==> config.mk <==
export PLATFORM = sky130hd
export DESIGN_NAME = video_subsystem
export DESIGN_NICKNAME = d
export VERILOG_FILES = /design/src/logic/video_pkg.sv /design/src/logic/ahb_if.sv /design/src/logic/video_subsystem.sv /design/src/logic/pattern_slave.sv /design/src/logic/tft_pixel_out.sv /design/src/logic/pixel_fifo.sv /design/src/logic/tft_dma.sv /design/src/logic/tft_timing.sv
export SDC_FILE = /design/constraint.sdc
export NUM_CORES = 1
export LEC_CHECK = 0
export BUFFER_PORTS_ARGS = -buffer_cell sky130_fd_sc_hd__buf_2
export CORE_MARGIN = 1
export CORE_UTILIZATION = 35
export CTS_BUF_LIST = sky130_fd_sc_hd__clkbuf_4
export DETAILED_ROUTE_END_ITERATION = 10
export GPL_TIMING_DRIVEN = 0
export PLACE_DENSITY_LB_ADDON = 0.1
export SLEW_MARGIN = 0
export SYNTH_ARGS = -nofsm -noshare
export SYNTH_HDL_FRONTEND = slang
export SYNTH_SLANG_ARGS = --single-unit
==> constraint.sdc <==
create_clock -name clk_sys -period 3.9 [get_ports clk_sys]
set_clock_uncertainty 0.15 [all_clocks]
set_input_delay 0 -clock clk_sys [delete_from_list [all_inputs] [get_ports clk_sys]]
set_output_delay 0 -clock clk_sys [all_outputs]
set_load 0.05 [all_outputs]
==> src/logic/video_pkg.sv <==
`default_nettype none

package video_pkg;

    // ----------------------------------------------------------------------
    // panel timing, horizontal in pixel periods, vertical in lines
    // ----------------------------------------------------------------------
    localparam int H_SYNC  = 1;
    localparam int H_BACK  = 2;
    localparam int H_DISP  = 16;
    localparam int H_FRONT = 3;
    localparam int H_TOTAL = H_SYNC + H_BACK + H_DISP + H_FRONT;

    localparam int V_SYNC  = 1;
    localparam int V_BACK  = 1;
    localparam int V_DISP  = 8;
    localparam int V_FRONT = 1;
    localparam int V_TOTAL = V_SYNC + V_BACK + V_DISP + V_FRONT;

    // clk_sys cycles per pixel period
    localparam int PCLK_DIV = 4;

    // ----------------------------------------------------------------------
    // frame buffer, FIFO and widths
    // ----------------------------------------------------------------------
    localparam logic [31:0] FB_BASE = 32'h0f000000;
    localparam int FRAME_WORDS = H_DISP * V_DISP;
    localparam int BURST_LEN   = 8;

    localparam int FIFO_DEPTH = 32;
    localparam int FIFO_AW    = 5;

    localparam int PIXEL_W = 24;
    localparam int HADDR_W = 32;

    // AHB-Lite encodings
    typedef enum logic [1:0] {
        IDLE   = 2'b00,
        BUSY   = 2'b01,
        NONSEQ = 2'b10,
        SEQ    = 2'b11
    } htrans_t;

    typedef enum logic [2:0] {
        SINGLE = 3'b000,
        INCR   = 3'b001,
        INCR8  = 3'b101
    } hburst_t;

    typedef enum logic [1:0] {
        DMA_IDLE,
        DMA_ADDR,
        DMA_DATA,
        DMA_WAIT_ROOM
    } dma_state_t;

endpackage

`default_nettype wire
==> src/logic/ahb_if.sv <==
`default_nettype none

// read-only AHB-Lite, single master
interface ahb_if;

    logic [video_pkg::HADDR_W-1:0] haddr;
    video_pkg::htrans_t            htrans;
    video_pkg::hburst_t            hburst;
    logic                          hwrite;
    logic [31:0]                   hrdata;
    logic                          hready;
    logic                          hresp;

    modport master (
        output haddr, htrans, hburst, hwrite,
        input  hrdata, hready, hresp
    );

    modport slave (
        input  haddr, htrans, hburst, hwrite,
        output hrdata, hready, hresp
    );

endinterface

`default_nettype wire

==> src/logic/video_subsystem.sv <==
`default_nettype none

module video_subsystem (
    input  logic                          clk_sys,
    input  logic                          reset,
    input  logic                          enable,
    output logic                          tft_dclk,
    output logic                          tft_disp,
    output logic                          tft_hsync_n,
    output logic                          tft_vsync_n,
    output logic [video_pkg::PIXEL_W-1:0] tft_rgb,
    output logic                          underflow
);

    // ----------------------------------------------------------------------
    // internal wiring
    // ----------------------------------------------------------------------
    logic                        pix_tick;
    logic                        dclk;
    logic                        hsync_n;
    logic                        vsync_n;
    logic                        active;
    logic                        frame_start;
    logic                        push;
    logic [31:0]                 push_data;
    logic                        pop;
    logic [31:0]                 pop_data;
    logic                        empty;
    logic [video_pkg::FIFO_AW:0] free;

    ahb_if bus ();

    tft_timing timing (
        .clk_sys     (clk_sys),
        .reset       (reset),
        .enable      (enable),
        .pix_tick    (pix_tick),
        .dclk        (dclk),
        .hsync_n     (hsync_n),
        .vsync_n     (vsync_n),
        .active      (active),
        .frame_start (frame_start)
    );

    tft_dma dma (
        .clk_sys     (clk_sys),
        .reset       (reset),
        .enable      (enable),
        .frame_start (frame_start),
        .bus         (bus.master),
        .push        (push),
        .push_data   (push_data),
        .free        (free)
    );

    // emptied while the panel is disabled
    pixel_fifo fifo (
        .clk_sys   (clk_sys),
        .reset     (reset),
        .flush     (~enable),
        .push      (push),
        .push_data (push_data),
        .pop       (pop),
        .pop_data  (pop_data),
        .empty     (empty),
        .free      (free)
    );

    tft_pixel_out pix_out (
        .clk_sys     (clk_sys),
        .reset       (reset),
        .enable      (enable),
        .pix_tick    (pix_tick),
        .dclk        (dclk),
        .hsync_n     (hsync_n),
        .vsync_n     (vsync_n),
        .active      (active),
        .pop         (pop),
        .pop_data    (pop_data),
        .empty       (empty),
        .tft_dclk    (tft_dclk),
        .tft_disp    (tft_disp),
        .tft_hsync_n (tft_hsync_n),
        .tft_vsync_n (tft_vsync_n),
        .tft_rgb     (tft_rgb),
        .underflow   (underflow)
    );

    // stands in for the frame buffer
    pattern_slave ptn (
        .clk_sys (clk_sys),
        .reset   (reset),
        .bus     (bus.slave)
    );

endmodule

`default_nettype wire

==> src/logic/pattern_slave.sv <==
`default_nettype none

module pattern_slave (
    input  logic clk_sys,
    input  logic reset,
    ahb_if.slave bus
);

    logic [1:0]                    beat_cnt;
    logic                          dp_valid;
    logic                          dp_wait;
    logic [video_pkg::HADDR_W-1:0] dp_addr;
    logic [video_pkg::HADDR_W-1:0] offset;
    logic [video_pkg::HADDR_W-3:0] word_idx;
    logic [7:0]                    red;
    logic [7:0]                    green;
    logic [7:0]                    blue;
    logic                          accept;

    assign accept = bus.hready && !bus.hwrite &&
                    (bus.htrans == video_pkg::NONSEQ || bus.htrans == video_pkg::SEQ);

    // every third accepted beat is stretched by one cycle
    always_ff @(posedge clk_sys) begin
        if (reset) begin
            beat_cnt <= '0;
            dp_valid <= 1'b0;
            dp_wait  <= 1'b0;
        end else if (bus.hready) begin
            dp_valid <= accept;
            dp_wait  <= accept && (beat_cnt == 2'd2);
            if (accept)
                beat_cnt <= (beat_cnt == 2'd2) ? 2'd0 : beat_cnt + 1'b1;
        end else begin
            dp_wait <= 1'b0;
        end
    end

    always_ff @(posedge clk_sys) begin
        if (accept)
            dp_addr <= bus.haddr;
    end

    // pattern from the word index of the captured address
    assign offset   = dp_addr - video_pkg::FB_BASE;
    assign word_idx = offset[video_pkg::HADDR_W-1:2];
    assign red      = 8'(word_idx % video_pkg::H_DISP);
    assign green    = 8'(word_idx / video_pkg::H_DISP);
    assign blue     = (red ^ green) * 8'd16;

    assign bus.hready = !(dp_valid && dp_wait);
    assign bus.hrdata = dp_valid ? 32'({red, green, blue}) : '0;
    assign bus.hresp  = 1'b0;

endmodule

`default_nettype wire

==> src/logic/tft_pixel_out.sv <==
`default_nettype none

module tft_pixel_out (
    input  logic                          clk_sys,
    input  logic                          reset,
    input  logic                          enable,
    input  logic                          pix_tick,
    input  logic                          dclk,
    input  logic                          hsync_n,
    input  logic                          vsync_n,
    input  logic                          active,
    output logic                          pop,
    input  logic [31:0]                   pop_data,
    input  logic                          empty,
    output logic                          tft_dclk,
    output logic                          tft_disp,
    output logic                          tft_hsync_n,
    output logic                          tft_vsync_n,
    output logic [video_pkg::PIXEL_W-1:0] tft_rgb,
    output logic                          underflow
);

    // dclk already falls on the edge where the outputs below are registered
    assign tft_dclk = dclk;

    assign pop = pix_tick && active && !empty;

    always_ff @(posedge clk_sys) begin
        if (reset || !enable) begin
            tft_hsync_n <= 1'b1;
            tft_vsync_n <= 1'b1;
            tft_rgb     <= '0;
            underflow   <= 1'b0;
        end else if (pix_tick) begin
            tft_hsync_n <= hsync_n;
            tft_vsync_n <= vsync_n;
            if (pop)
                tft_rgb <= pop_data[video_pkg::PIXEL_W-1:0];
            else
                tft_rgb <= '0;
            // sticky until the panel is disabled
            if (active && empty)
                underflow <= 1'b1;
        end
    end

    always_ff @(posedge clk_sys) begin
        if (reset)
            tft_disp <= 1'b0;
        else
            tft_disp <= enable;
    end

endmodule

`default_nettype wire

==> src/logic/pixel_fifo.sv <==
`default_nettype none

module pixel_fifo (
    input  logic                        clk_sys,
    input  logic                        reset,
    input  logic                        flush,
    input  logic                        push,
    input  logic [31:0]                 push_data,
    input  logic                        pop,
    output logic [31:0]                 pop_data,
    output logic                        empty,
    output logic [video_pkg::FIFO_AW:0] free
);

    logic [31:0]                    mem [video_pkg::FIFO_DEPTH];
    logic [video_pkg::FIFO_AW-1:0]  wr_ptr;
    logic [video_pkg::FIFO_AW-1:0]  rd_ptr;
    logic [video_pkg::FIFO_AW:0]    count;
    logic                           do_push;
    logic                           do_pop;

    assign empty    = count == '0;
    assign free     = (video_pkg::FIFO_AW + 1)'(video_pkg::FIFO_DEPTH) - count;
    assign pop_data = mem[rd_ptr];

    // pushes into a full FIFO are dropped
    assign do_push = push && (free != '0);
    assign do_pop  = pop && !empty;

    always_ff @(posedge clk_sys) begin
        if (reset || flush) begin
            wr_ptr <= '0;
            rd_ptr <= '0;
            count  <= '0;
        end else begin
            if (do_push)
                wr_ptr <= wr_ptr + 1'b1;
            if (do_pop)
                rd_ptr <= rd_ptr + 1'b1;
            if (do_push && !do_pop)
                count <= count + 1'b1;
            else if (do_pop && !do_push)
                count <= count - 1'b1;
        end
    end

    always_ff @(posedge clk_sys) begin
        if (do_push)
            mem[wr_ptr] <= push_data;
    end

endmodule

`default_nettype wire

==> src/logic/tft_dma.sv <==
`default_nettype none

module tft_dma (
    input  logic                        clk_sys,
    input  logic                        reset,
    input  logic                        enable,
    input  logic                        frame_start,
    ahb_if.master                       bus,
    output logic                        push,
    output logic [31:0]                 push_data,
    input  logic [video_pkg::FIFO_AW:0] free
);

    video_pkg::dma_state_t                    state;
    logic [video_pkg::HADDR_W-1:0]            addr;
    logic [$clog2(video_pkg::BURST_LEN)-1:0]  beat_cnt;
    logic [$clog2(video_pkg::FRAME_WORDS):0]  word_cnt;
    logic                                     data_pending;
    logic                                     addr_done;
    logic                                     room_ok;

    assign bus.haddr  = addr;
    assign bus.hburst = video_pkg::INCR8;
    assign bus.hwrite = 1'b0;

    always_comb begin
        bus.htrans = video_pkg::IDLE;
        if (state == video_pkg::DMA_ADDR) begin
            if (beat_cnt == '0)
                bus.htrans = video_pkg::NONSEQ;
            else
                bus.htrans = video_pkg::SEQ;
        end
    end

    // address phase of a beat completes here
    assign addr_done = (state == video_pkg::DMA_ADDR) && bus.hready;

    // one data phase at most is outstanding behind the address phase
    assign push      = data_pending && bus.hready && !bus.hresp;
    assign push_data = bus.hrdata;

    // room for a whole burst besides the beat still on its way
    assign room_ok = int'(free) >= video_pkg::BURST_LEN + int'(data_pending);

    always_ff @(posedge clk_sys) begin
        if (reset || !enable) begin
            state        <= video_pkg::DMA_IDLE;
            addr         <= video_pkg::FB_BASE;
            beat_cnt     <= '0;
            word_cnt     <= '0;
            data_pending <= 1'b0;
        end else begin
            if (bus.hready)
                data_pending <= addr_done;

            if (addr_done) begin
                addr     <= addr + 32'd4;
                beat_cnt <= beat_cnt + 1'b1;
                word_cnt <= word_cnt + 1'b1;
            end

            case (state)
                video_pkg::DMA_IDLE: begin
                    if (frame_start) begin
                        addr     <= video_pkg::FB_BASE;
                        word_cnt <= '0;
                        state    <= video_pkg::DMA_WAIT_ROOM;
                    end
                end
                video_pkg::DMA_WAIT_ROOM: begin
                    if (room_ok)
                        state <= video_pkg::DMA_ADDR;
                end
                video_pkg::DMA_ADDR: begin
                    if (bus.hready && int'(beat_cnt) == video_pkg::BURST_LEN - 1)
                        state <= video_pkg::DMA_DATA;
                end
                video_pkg::DMA_DATA: begin
                    // last beat of the burst returns
                    if (bus.hready) begin
                        if (int'(word_cnt) == video_pkg::FRAME_WORDS) begin
                            addr     <= video_pkg::FB_BASE;
                            word_cnt <= '0;
                            state    <= video_pkg::DMA_IDLE;
                        end else begin
                            state <= video_pkg::DMA_WAIT_ROOM;
                        end
                    end
                end
                default: state <= video_pkg::DMA_IDLE;
            endcase
        end
    end

endmodule

`default_nettype wire

==> src/logic/tft_timing.sv <==
`default_nettype none

module tft_timing (
    input  logic clk_sys,
    input  logic reset,
    input  logic enable,
    output logic pix_tick,
    output logic dclk,
    output logic hsync_n,
    output logic vsync_n,
    output logic active,
    output logic frame_start
);

    logic [$clog2(video_pkg::PCLK_DIV)-1:0] div_cnt;
    logic [$clog2(video_pkg::H_TOTAL)-1:0]  h_cnt;
    logic [$clog2(video_pkg::V_TOTAL)-1:0]  v_cnt;
    logic                                   h_active;
    logic                                   v_active;

    // last sub-cycle of a pixel period, dclk falls on this edge
    assign pix_tick = enable && (int'(div_cnt) == video_pkg::PCLK_DIV - 1);
    assign dclk     = int'(div_cnt) >= video_pkg::PCLK_DIV / 2;

    always_ff @(posedge clk_sys) begin
        if (reset || !enable) begin
            div_cnt <= '0;
            h_cnt   <= '0;
            v_cnt   <= '0;
        end else if (pix_tick) begin
            div_cnt <= '0;
            if (int'(h_cnt) == video_pkg::H_TOTAL - 1) begin
                h_cnt <= '0;
                if (int'(v_cnt) == video_pkg::V_TOTAL - 1)
                    v_cnt <= '0;
                else
                    v_cnt <= v_cnt + 1'b1;
            end else begin
                h_cnt <= h_cnt + 1'b1;
            end
        end else begin
            div_cnt <= div_cnt + 1'b1;
        end
    end

    // ----------------------------------------------------------------------
    // decode of the current column and line
    // ----------------------------------------------------------------------
    assign hsync_n = !(int'(h_cnt) < video_pkg::H_SYNC);
    assign vsync_n = !(int'(v_cnt) < video_pkg::V_SYNC);

    assign h_active = (int'(h_cnt) >= video_pkg::H_SYNC + video_pkg::H_BACK) &&
                      (int'(h_cnt) < video_pkg::H_SYNC + video_pkg::H_BACK + video_pkg::H_DISP);
    assign v_active = (int'(v_cnt) >= video_pkg::V_SYNC + video_pkg::V_BACK) &&
                      (int'(v_cnt) < video_pkg::V_SYNC + video_pkg::V_BACK + video_pkg::V_DISP);
    assign active   = h_active && v_active;

    assign frame_start = pix_tick && (h_cnt == '0) && (v_cnt == '0);

endmodule

`default_nettype wire

==> out/qor.yml, run 1 <==
run_status:
  status: "finished clean"
setup_path:
  start_kind: "flip-flop"
  slowest_delay_ns: 0.77
  crit_type: "flip-flop to flip-flop"
  cp_top_family: "buffers and inverters"
  rrSetupSlack_ns: 0.11
  timing.rr.end: "pix_out.tft_rgb[16]"
  cp_cell_sequence: "clkbuf_1 > clkdlybuf4s15_1 > clkbuf_1 > mux4_2 > mux4_2 > a22oi_1 > nand2_1"
  worst-r2r-cell-count: 7
  cp_num_buf_inv: 3
  crit_fanout: 10
  required_ns: 4.56
  cpMaxStageDelayCell: "clkbuf_1"
  endpoint_kind: "flip-flop"
  crit_arrival_ns: 4.45
place:
  dp_slack_ns: 0.104
  place.gp.congestion: 0.778
  port_buffers: 23
  placed_cells: 2181
  dp_hpwl_um: 39900
route:
  post_drt_wl_per_cell_um: 23.9
  totalWireLength_um: 59300
  drt_iter0_drc: 914
  vias: 12400
  vias_per_cell: 5.00
  ant_nets: 0
  dr.pass1.iters: 5
  drc: 0
cts:
  cts.sinks: 606
  numCtsBuffers: 163
  cts_root_buffer: "clkbuf_4"
  cts.clk_slew.worst_paths_ns: 0.06
  post_cts_buffers: 0
  cts_buffer_depth: 3
  htreeDepth: 4
  clk_latency_ns: 0.98
  cts_tree: "done"
global_routing:
  top_usage_layer: "met2"
  grt_pass1_vias: 12900
  grt_usage_pct: 17.7
  grt_use_met3_pct: 4.52
  grt_pass1_wl_um: 86500
  globalRouteMet2Util_pct: 27.5
  grt_max_degree: 33
  antenna_found_initial: 5
  overflow: 0
  grtUsageMet1_pct: 24.1
cells_and_area:
  drive_gt1_share_pct: 35.8
  seq_area_mm2: 0.0174
  multiInputGateArea_mm2: 0.00610
  syn_to_final_growth_pct: 17.5
  finish.utilization_pct: 41.5
  instances_no_fill: 2484
  nFillCells: 5973
  nNetsFinal: 1501
logic_synthesis:
  synth_cell_types: 59
  synthCells: 1245
  synth_compound_area_share_pct: 1.80
  syn_area_per_cell_um2: 19.1
  netlist_area_mm2: 0.0237
  synth-simple-area-share_pct: 5.37
  ys_seq_area_share_pct: 73.2
  synth-xor-area-share_pct: 1.48
  synth_edf_count: 524
  synth_seq_cells: 606
  synthArstFlopShare_pct: 0
  synthMuxAreaShare_pct: 15.4
  ys_warn_count: 0
  synth_top_family_by_area: "multiplexers"
  synth_fa_ha_area_share_pct: 1.05
  synth_flop_cell: "edfxtp_1"
sta:
  hold_violations: 0
  relSlewSlack_pct: 13.0
  fin_setup_tns_ns: 0
  grt_setup_unrepaired: "yes"
  worst_pin_slew_ns: 1.30
  fin_crit_ns: 3.79
  period_share_pct: 97.1
  fmax_mhz: 264
  finalSetupViolCount: 0
  final_max_slew_viol_count: 0
  fin_ws_ns: 0.112
worst_hold_path:
  hold_depth: 2
  hold_path_end: "pix_out.tft_rgb[8]"
  hp-class: "flip-flop to flip-flop"
  hp-start: "pix_out.tft_rgb[8]"
die:
  die_w_um: 262
  die_y_um: 262
  fp.dieArea_mm2: 0.0689
  num_rows: 95
  ioPinCount: 32
  start_util_pct: 35.3
  core_mm2: 0.0672
pwr:
  finalPower_mw: 12.8
  ir_drop_mv: 0.236
  p_per_area_mw_per_mm2: 457
  p_leak_nw: 8.11
job:
  maxCapViolCount: 0
[flip-flops by register name, summed over array words and instances, names as in the netlist, 6 cells and up, named ones only]
| signal | cells |
|---|---|
| pix_out.tft_rgb | 16 |
| dma.bus.haddr | 12 |
| dma.word_cnt | 8 |
| fifo.count | 6 |
| fifo.mem | 512 |
| ptn.dp_addr | 12 |
[worst max-delay path by stage]
stage                             start                  end  cells after the start
after floorplan           fifo.count[1]        fifo.count[5]                     15
after global routing      fifo.count[1]        fifo.count[5]                     15
after global placement    fifo.count[0]      fifo.mem[27][7]                      9
after CTS                     flip-flop  pix_out.tft_rgb[16]                      7
final                         flip-flop  pix_out.tft_rgb[16]                      7
after detailed placement      flip-flop  pix_out.tft_rgb[16]                      7
[power by group]
| part | internal [mW] | switching, mW |
|---|---|---|
| logic | 0.0194 | 0.0548 |
| registers | 6.94 | 0.00218 |
| clock network | 3.13 | 2.61 |
| total | 10.1 | 2.66 |
[area by class of cell]
| class | instances | area share (%) |
|---|---|---|
| clock buffer | 258 | 6.94 |
| sequential | 606 | 62.3 |
| antenna | 1 | 0.00897 |
| buffer | 67 | 1.26 |
| inverter | 17 | 0.238 |
| tap | 873 | 3.92 |
| clock inverter | 39 | 0.762 |
| multi-input combinational | 562 | 21.9 |
| timing repair buffer | 61 | 2.71 |
[kinds of logic after synthesis]
kind of cell / count (synthesis)
multiplexers: 164
AND/OR/NAND/NOR: 266
AO/OA/AOI/OAI: 64
buffers and inverters: 84
adder cells (fa/ha/maj): 20
XOR/XNOR: 40
flip-flops: 606
other: 1
[worst register-to-register path, cell delays in order, from the launching register on]
cell	delay, ns
dfxtp_1	0.32
clkbuf_1	0.25
clkdlybuf4s15_1	0.72
clkbuf_1	0.77
mux4_2	0.43
mux4_2	0.53
a22oi_1	0.40
nand2_1	0.09
[layout by cell type, fill, tap and decap left out, drive strengths merged, types with 2 or more instances in the layout]
| cell type | synthesis | routed |
|---|---|---|
| a21boi | 2 | 2 |
| a21oi | 21 | 21 |
| a22oi | 15 | 15 |
| a31oi | 2 | 2 |
| and2 | 19 | 19 |
| and3 | 5 | 5 |
| buf | 42 | 96 |
| bufinv | 0 | 2 |
| clkbuf | 25 | 284 |
| clkinv | 1 | 32 |
| conb | 1 | 8 |
| dfxtp | 82 | 82 |
| dlygate4sd3 | 0 | 5 |
| edfxtp | 524 | 524 |
| ha | 20 | 20 |
| inv | 16 | 21 |
| mux2i | 3 | 3 |
| mux4 | 160 | 160 |
| nand2 | 76 | 76 |
| nand2b | 4 | 4 |
| nand3 | 18 | 18 |
| nand3b | 5 | 5 |
| nand4 | 17 | 17 |
| nor2 | 89 | 89 |
| nor2b | 2 | 2 |
| nor3 | 11 | 11 |
| nor3b | 3 | 3 |
| nor4 | 3 | 3 |
| nor4b | 3 | 3 |
| o211ai | 2 | 2 |
| o21ai | 8 | 8 |
| o22ai | 2 | 2 |
| o31ai | 2 | 2 |
| or3 | 5 | 5 |
| xnor2 | 11 | 11 |
| xor2 | 29 | 29 |
[synthesized netlist by cell type, types with 9 or more instances]
library cell / number / area share (%)
edfxtp_1: 524 / 66
mux4_2: 160 / 15
nor2_1: 89 / 1.4
dfxtp_1: 82 / 6.9
nand2_1: 76 / 1.2
xor2_1: 29 / 1.1
clkbuf_1: 25 / 0.40
a21oi_1: 21 / 0.44
buf_2: 21 / 0.44
ha_1: 20 / 1.1
and2_1: 19 / 0.50
nand3_1: 18 / 0.38
nand4_1: 17 / 0.45
a22oi_1: 15 / 0.47
inv_1: 15 / 0.24
buf_4: 11 / 0.35
xnor2_1: 11 / 0.41
nor3_1: 9 / 0.19
[layer usage]
| metal | vias up | wire (µm) |
|---|---|---|
| li1 | 5550 | - |
| met1 | 6450 | 27200 |
| met2 | 342 | 27900 |
| met3 | 85 | 3200 |
| met4 | 0 | 1060 |
| met5 | - | 0 |
[repair_timing]
action                                 4_1_cts  5_1_grt
endpoints found under the hold margin       81        0
hold buffers                                 5        0
setup endpoints to repair                    0       52
gates resized for setup                      0       12
[metrics by stage]
| step | hold WS (ns) | instance area, µm² |
|---|---|---|
| after floorplan | -0.0809 | 23800 |
| after global placement | 0.0784 | 25000 |
| after detailed placement | 0.0910 | 25600 |
| after CTS | 0.217 | 27800 |
| after global routing | 0.280 | 27900 |
| final | 0.282 | 27900 |
No activity file was read; power rests on OpenSTA's default activity.
==> run 2: changes to the inputs <==
Settings changed: BUFFER_PORTS_ARGS -buffer_cell sky130_fd_sc_hd__buf_2 to -buffer_cell sky130_fd_sc_hd__clkbuf_2.
==> run 2 against run 1 <==
Sequential power about the same. Core utilization down 0.22 points. Clock power down 1%. Critical path depth unchanged. Die area unchanged. Critical endpoint unchanged.
==> out/qor.yml, run 2 (same netlist as run 1, synthesis figures left out) <==
die:
  num_rows: 95  # unchanged
  fp.dieArea_mm2: 0.0689  # unchanged
  ioPinCount: 32  # unchanged
  die_w_um: 262  # unchanged
  core_mm2: 0.0672  # unchanged
  start_util_pct: 35.3  # unchanged
  die_y_um: 262  # unchanged
cts:
  cts.sinks: 606  # unchanged
  numCtsBuffers: 163  # unchanged
  cts_tree: "done"
  cts.clk_slew.worst_paths_ns: 0.07  # about the same
  cts_root_buffer: "clkbuf_4"
  cts_buffer_depth: 3  # unchanged
  clk_latency_ns: 0.99  # about the same
  htreeDepth: 4  # unchanged
setup_path:
  required_ns: 4.61  # +0.05 ns
  cp_cell_sequence: "clkbuf_1 > clkdlybuf4s15_1 > clkbuf_1 > mux4_2 > mux4_2 > a22oi_1 > nand2_1"
  critPathCapture: "pix_out.tft_rgb[16]"
  slowest_delay_ns: 0.74  # -0.03 ns
  endpoint_kind: "flip-flop"
  timing.rr.end: "pix_out.tft_rgb[16]"
  rrSetupSlack_ns: 0.15  # +0.03 ns
  crit_fanout: 10  # unchanged
  crit_arrival_ns: 4.46  # about the same
  start_kind: "flip-flop"
  cpMaxStageDelayCell: "clkdlybuf4s15_1"
  worst-r2r-cell-count: 7  # unchanged
  crit_type: "flip-flop to flip-flop"
place:
  port_buffers: 23  # unchanged
  place.gp.congestion: 0.771  # -0.90%
  dp_hpwl_um: 39200  # -1.8%
  dp_slack_ns: 0.0818  # -0.0225 ns
pwr:
  clockPowerShare_pct: 44.6  # -0.4 points
  ir_drop_mv: 0.237  # +0.49%
  p_per_area_mw_per_mm2: 457  # about the same
  p_sw_share_pct: 21.3  # +0.40 points
  finalPower_mw: 12.7  # -0.62%
  internal-power_mw: 9.97  # -1.1%
  seq_power_share_pct: 54.8  # +0.3 points
  pwr-share-comb_pct: 0.6  # about the same
  p_switching_mw: 2.70  # +1.3%
  p_leak_nw: 8.03  # -1.1%
cells_and_area:
  regMostFlops: "fifo.mem"
  finish.utilization_pct: 41.3  # -0.22 points
  layout_commonest_cell: "edfxtp_1"
  nNetsFinal: 1505  # +0.27%
  largest_register_ffs: 512  # unchanged
  top_regs: "fifo.mem: 512 flops, pix_out.tft_rgb: 16 flops"
  final_cell_mix: "524 x edfxtp_1, 240 x clkbuf_4, 160 x mux4_2, 82 x dfxtp_1, 76 x nand2_1"
  drive_gt1_share_pct: 35.4  # -0.40 points
  syn_to_final_growth_pct: 16.9
job:
  maxCapViolCount: 0  # unchanged
sta:
  fin_crit_ns: 3.75  # -0.0349 ns
  grt_setup_unrepaired: "no"
  fin_ws_ns: 0.147  # +0.0349 ns
  finalSetupViolCount: 0  # unchanged
  fmax_mhz: 266  # +0.93%
  worst_pin_slew_ns: 1.32  # +0.0191 ns
  timing.hold.ws_ns: 0.243  # -0.0388 ns
  hold_violations: 0  # unchanged
  fin_setup_tns_ns: 0  # unchanged
  final_max_slew_viol_count: 0  # unchanged
  period_share_pct: 96.2  # -0.89 points
  relSlewSlack_pct: 11.7  # -1.3 points
route:
  dr.pass1.iters: 5  # unchanged
  vias: 12400  # -0.36%
  post_drt_wl_per_cell_um: 23.8  # -0.34%
  drc: 0  # unchanged
  drt_iter0_drc: 892  # -2.4%
  totalWireLength_um: 59000  # -0.58%
  ant_nets: 0  # unchanged
  vias_per_cell: 5.00  # -0.12%
global_routing:
  grt_pass1_vias: 12800  # -0.86%
  grt_pass1_wl_um: 86000  # -0.68%
  grt_max_degree: 33  # unchanged
  overflow: 0  # unchanged
  antenna_found_initial: 8  # +3
  grt_usage_pct: 17.6  # -0.046 points
worst_hold_path:
  hp-class: "input port to flip-flop"
  hold_depth: 4  # +2
run_status:
  status: "finished clean"
[run 2: area by class of cell]
type | count | area (µm²)
sequential | 606 | 17400
antenna | 2 | 5.00
inverter | 17 | 66.3
clock inverter | 46 | 278
buffer | 67 | 349
clock buffer | 240 | 1800
timing repair buffer | 65 | 697
tap | 873 | 1090
multi-input combinational | 562 | 6080
fill | 6076 | 39400
[run 2: power groups by stage]
stage	registers (mW)	clock network (mW)	logic, mW
2_1_floorplan	7.09	0	0.0503
3_3_place_gp	7.08	0	0.0710
3_5_place_dp	7.08	0	0.0722
4_1_cts	6.94	5.84	0.0755
5_1_grt	6.94	6.17	0.0800
6_report	6.94	5.65	0.0741
[run 2: per-layer routing]
layer  global-route usage [%]  share of wire, %
met3                     4.08               5.4
met4                     6.49               2.1
met1                     24.1                45
met5                        0                 0
met2                     27.4                47
[run 2: per-stage QoR]
| step | cells | instance area (µm²) |
|---|---|---|
| 3_3_place_gp | 2148 | 25000 |
| 6_report | 2478 | 27700 |
| 4_1_cts | 2470 | 27700 |
| 5_1_grt | 2477 | 27700 |
| 3_5_place_dp | 2180 | 25500 |
| 2_1_floorplan | 1252 | 23800 |
[run 2: how the worst min path moves through the flow]
stage / from / to
after floorplan: reset / ptn.beat_cnt[1]
after global routing: reset / ptn.beat_cnt[1]
final: reset / ptn.dp_valid
after detailed placement: reset / ptn.beat_cnt[1]
after global placement: reset / ptn.beat_cnt[1]
after CTS: reset / ptn.dp_valid
[run 2: repair_timing]
action | CTS | global route
gates resized for setup | 0 | 7
endpoints found under the hold margin | 82 | 0
buffers inserted | 0 | 5
hold buffers | 4 | 0
endpoints found under the setup margin | 0 | 49
[run 2: worst max-delay path, delay by kind of cell, from the launching register on]
kind	cells	cell delay (ns)
buffers and inverters	3	1.71
flip-flops	1	0.30
AND/OR/NAND/NOR	1	0.11
multiplexers	2	0.95
AO/OA/AOI/OAI	1	0.44
==> run 3: changes to the inputs <==
Settings changed: CORE_ASPECT_RATIO set to 0.9.
==> run 3 against run 2 <==
Sequential share of layout area barely moved. Via count grew 0.23%. Power is 1.4% lower. Core utilization rose by 0.074 points. Critical endpoint unchanged. Highest routed layer unchanged. Register-to-register slack gained 0.08 ns. Critical path type unchanged.
==> out/qor.yml, run 3 (same netlist as run 1, synthesis figures left out) <==
sta:
  relSlewSlack_pct: 9.88  # -1.9 points
  fmax_mhz: 272  # +2.0%
  fin_crit_ns: 3.68  # -0.0753 ns
  final_max_slew_viol_count: 0  # unchanged
  worst_pin_slew_ns: 1.35  # +0.0279 ns
  hold_violations: 0  # unchanged
  timing.hold.ws_ns: 0.222  # -0.0214 ns
  grt_setup_unrepaired: "no"
  period_share_pct: 94.3  # -1.9 points
  finalSetupViolCount: 0  # unchanged
setup_path:
  crit_fanout: 10  # unchanged
  cp_common_cell: "clkbuf_1"
  cp_cell_sequence: "clkbuf_1 > clkbuf_1 > clkbuf_1 > mux4_2 > mux4_2 > a22oi_1 > nand2_1"
  cpMaxStageDelayCell: "clkbuf_1"
  crit_type: "flip-flop to flip-flop"
  start_kind: "flip-flop"
  required_ns: 4.61  # about the same
  cp_num_buf_inv: 3  # unchanged
  crit_arrival_ns: 4.39  # -0.07 ns
  endpoint_kind: "flip-flop"
  slowest_delay_ns: 0.74  # about the same
  cp_top_family: "buffers and inverters"
pwr:
  p_per_area_mw_per_mm2: 450  # -1.4%
  ir_drop_mv: 0.182  # -23%
  p_leak_nw: 8.00  # -0.36%
place:
  placed_cells: 2181  # +0.046%
  dp_hpwl_um: 39000  # -0.50%
  port_buffers: 23  # unchanged
  place.gp.congestion: 0.798  # +3.4%
route:
  drc: 0  # unchanged
  totalWireLength_um: 59300  # +0.46%
  vias: 12400  # +0.23%
  drt_iter0_drc: 960  # +7.6%
  ant_nets: 0  # unchanged
  dr.pass1.iters: 5  # unchanged
  post_drt_wl_per_cell_um: 23.9  # +0.50%
  vias_per_cell: 5.01  # +0.27%
die:
  die_y_um: 249  # -5.1%
  die_w_um: 277  # +5.4%
  ioPinCount: 32  # unchanged
  num_rows: 90  # -5.3%
  fp.dieArea_mm2: 0.0689  # about the same
  start_util_pct: 35.4  # +0.083 points
  core_mm2: 0.0670  # -0.23%
cells_and_area:
  top_regs: "fifo.mem: 512 flops, pix_out.tft_rgb: 16 flops"
  regMostFlops: "fifo.mem"
  nNetsFinal: 1501  # -0.27%
  drive_gt1_share_pct: 35.3  # -0.15 points
  syn_to_final_growth_pct: 16.8  # about the same
  finish.utilization_pct: 41.4  # +0.074 points
  final_cell_mix: "524 x edfxtp_1, 243 x clkbuf_4, 160 x mux4_2, 82 x dfxtp_1, 76 x nand2_1"
  largest_register_ffs: 512  # unchanged
  layout_commonest_cell: "edfxtp_1"
  instances_no_fill: 2477  # -0.040%
cts:
  cts_buffer_depth: 3  # unchanged
  cts.sinks: 606  # unchanged
  cts_tree: "done"
  cts_root_buffer: "clkbuf_4"
  cts.clk_slew.worst_paths_ns: 0.06  # about the same
  numCtsBuffers: 160  # -1.8%
  htreeDepth: 4  # unchanged
  clk_latency_ns: 0.99  # about the same
global_routing:
  grt_pass1_wl_um: 86100  # +0.15%
  grtUsageMet1_pct: 24.0  # -0.11 points
  top_usage_layer: "met2"
  overflow: 0  # unchanged
  grt_usage_pct: 17.7  # +0.081 points
  grt_pass1_vias: 12900  # +0.16%
  antenna_found_initial: 7  # -1
  globalRouteMet2Util_pct: 26.4  # -1.0 points
  grt_use_met3_pct: 5.68  # +1.6 points
  grt_max_degree: 33  # unchanged
job:
  maxCapViolCount: 0  # unchanged
run_status:
  status: "finished clean"
worst_hold_path:
  hp-class: "input port to flip-flop"
==> run 3: final timing paths <==
path | start | to | slack, ns | cells past startpoint
max | flip-flop | pix_out.tft_rgb[16] | 0.22 | 7
min | reset | ptn.dp_wait | 0.22 | 4
min reg2reg | pix_out.tft_rgb[12] | pix_out.tft_rgb[12] | 0.29 | 2
max reg2reg | flip-flop | pix_out.tft_rgb[16] | 0.22 | 7
==> run 3: stage by stage <==
step	setup TNS (ns)	total power, mW	instance area [µm²]	worst slack (ns)
2_1_floorplan	0	7.14	23800	0.713
3_3_place_gp	-234.08	7.15	25000	-0.603
3_5_place_dp	0	7.16	25600	0.128
4_1_cts	0	12.7	27700	0.0766
5_1_grt	0	13.0	27700	0.0356
6_report	0	12.5	27700	0.223
==> run 3: worst reg2reg max path, cell delays in order (launching register included) <==
cell and delay (ns):
dfxtp_1 0.30, clkbuf_1 0.26, clkbuf_1 0.59, clkbuf_1 0.74
mux4_2 0.43, mux4_2 0.52, a22oi_1 0.49, nand2_1 0.11
==> run 3: report_power, final <==
part	internal (mW)	switching [mW]	leakage (nW)	total, mW
Combinational	0.0186	0.0545	2.06	0.0731
Sequential	6.94	0.00215	4.74	6.94
Clock	2.89	2.59	1.20	5.48
==> run 3: routing by layer <==
layer | vias up | part of all wire [%]
li1 | 5549 | -
met3 | 99 | 7.7
met5 | - | 0
met1 | 6403 | 45
met2 | 359 | 46
met4 | 0 | 2.2
==> run 3: repair_timing <==
| action | 4_1_cts | 5_1_grt |
|---|---|---|
| hold buffers | 4 | 0 |
| hold endpoints to repair | 82 | 0 |
| setup endpoints to repair | 0 | 57 |
| setup buffers | 0 | 5 |
| gates resized for setup | 0 | 4 |
==> run 3: final cells by class <==
cell class	instances	area (µm²)
inverter	17	66.3
buffer	67	343
antenna	10	25.0
fill	6080	39300
multi-input combinational	562	6080
tap	874	1090
sequential	606	17400
timing repair buffer	64	753
clock inverter	34	174
clock buffer	243	1820
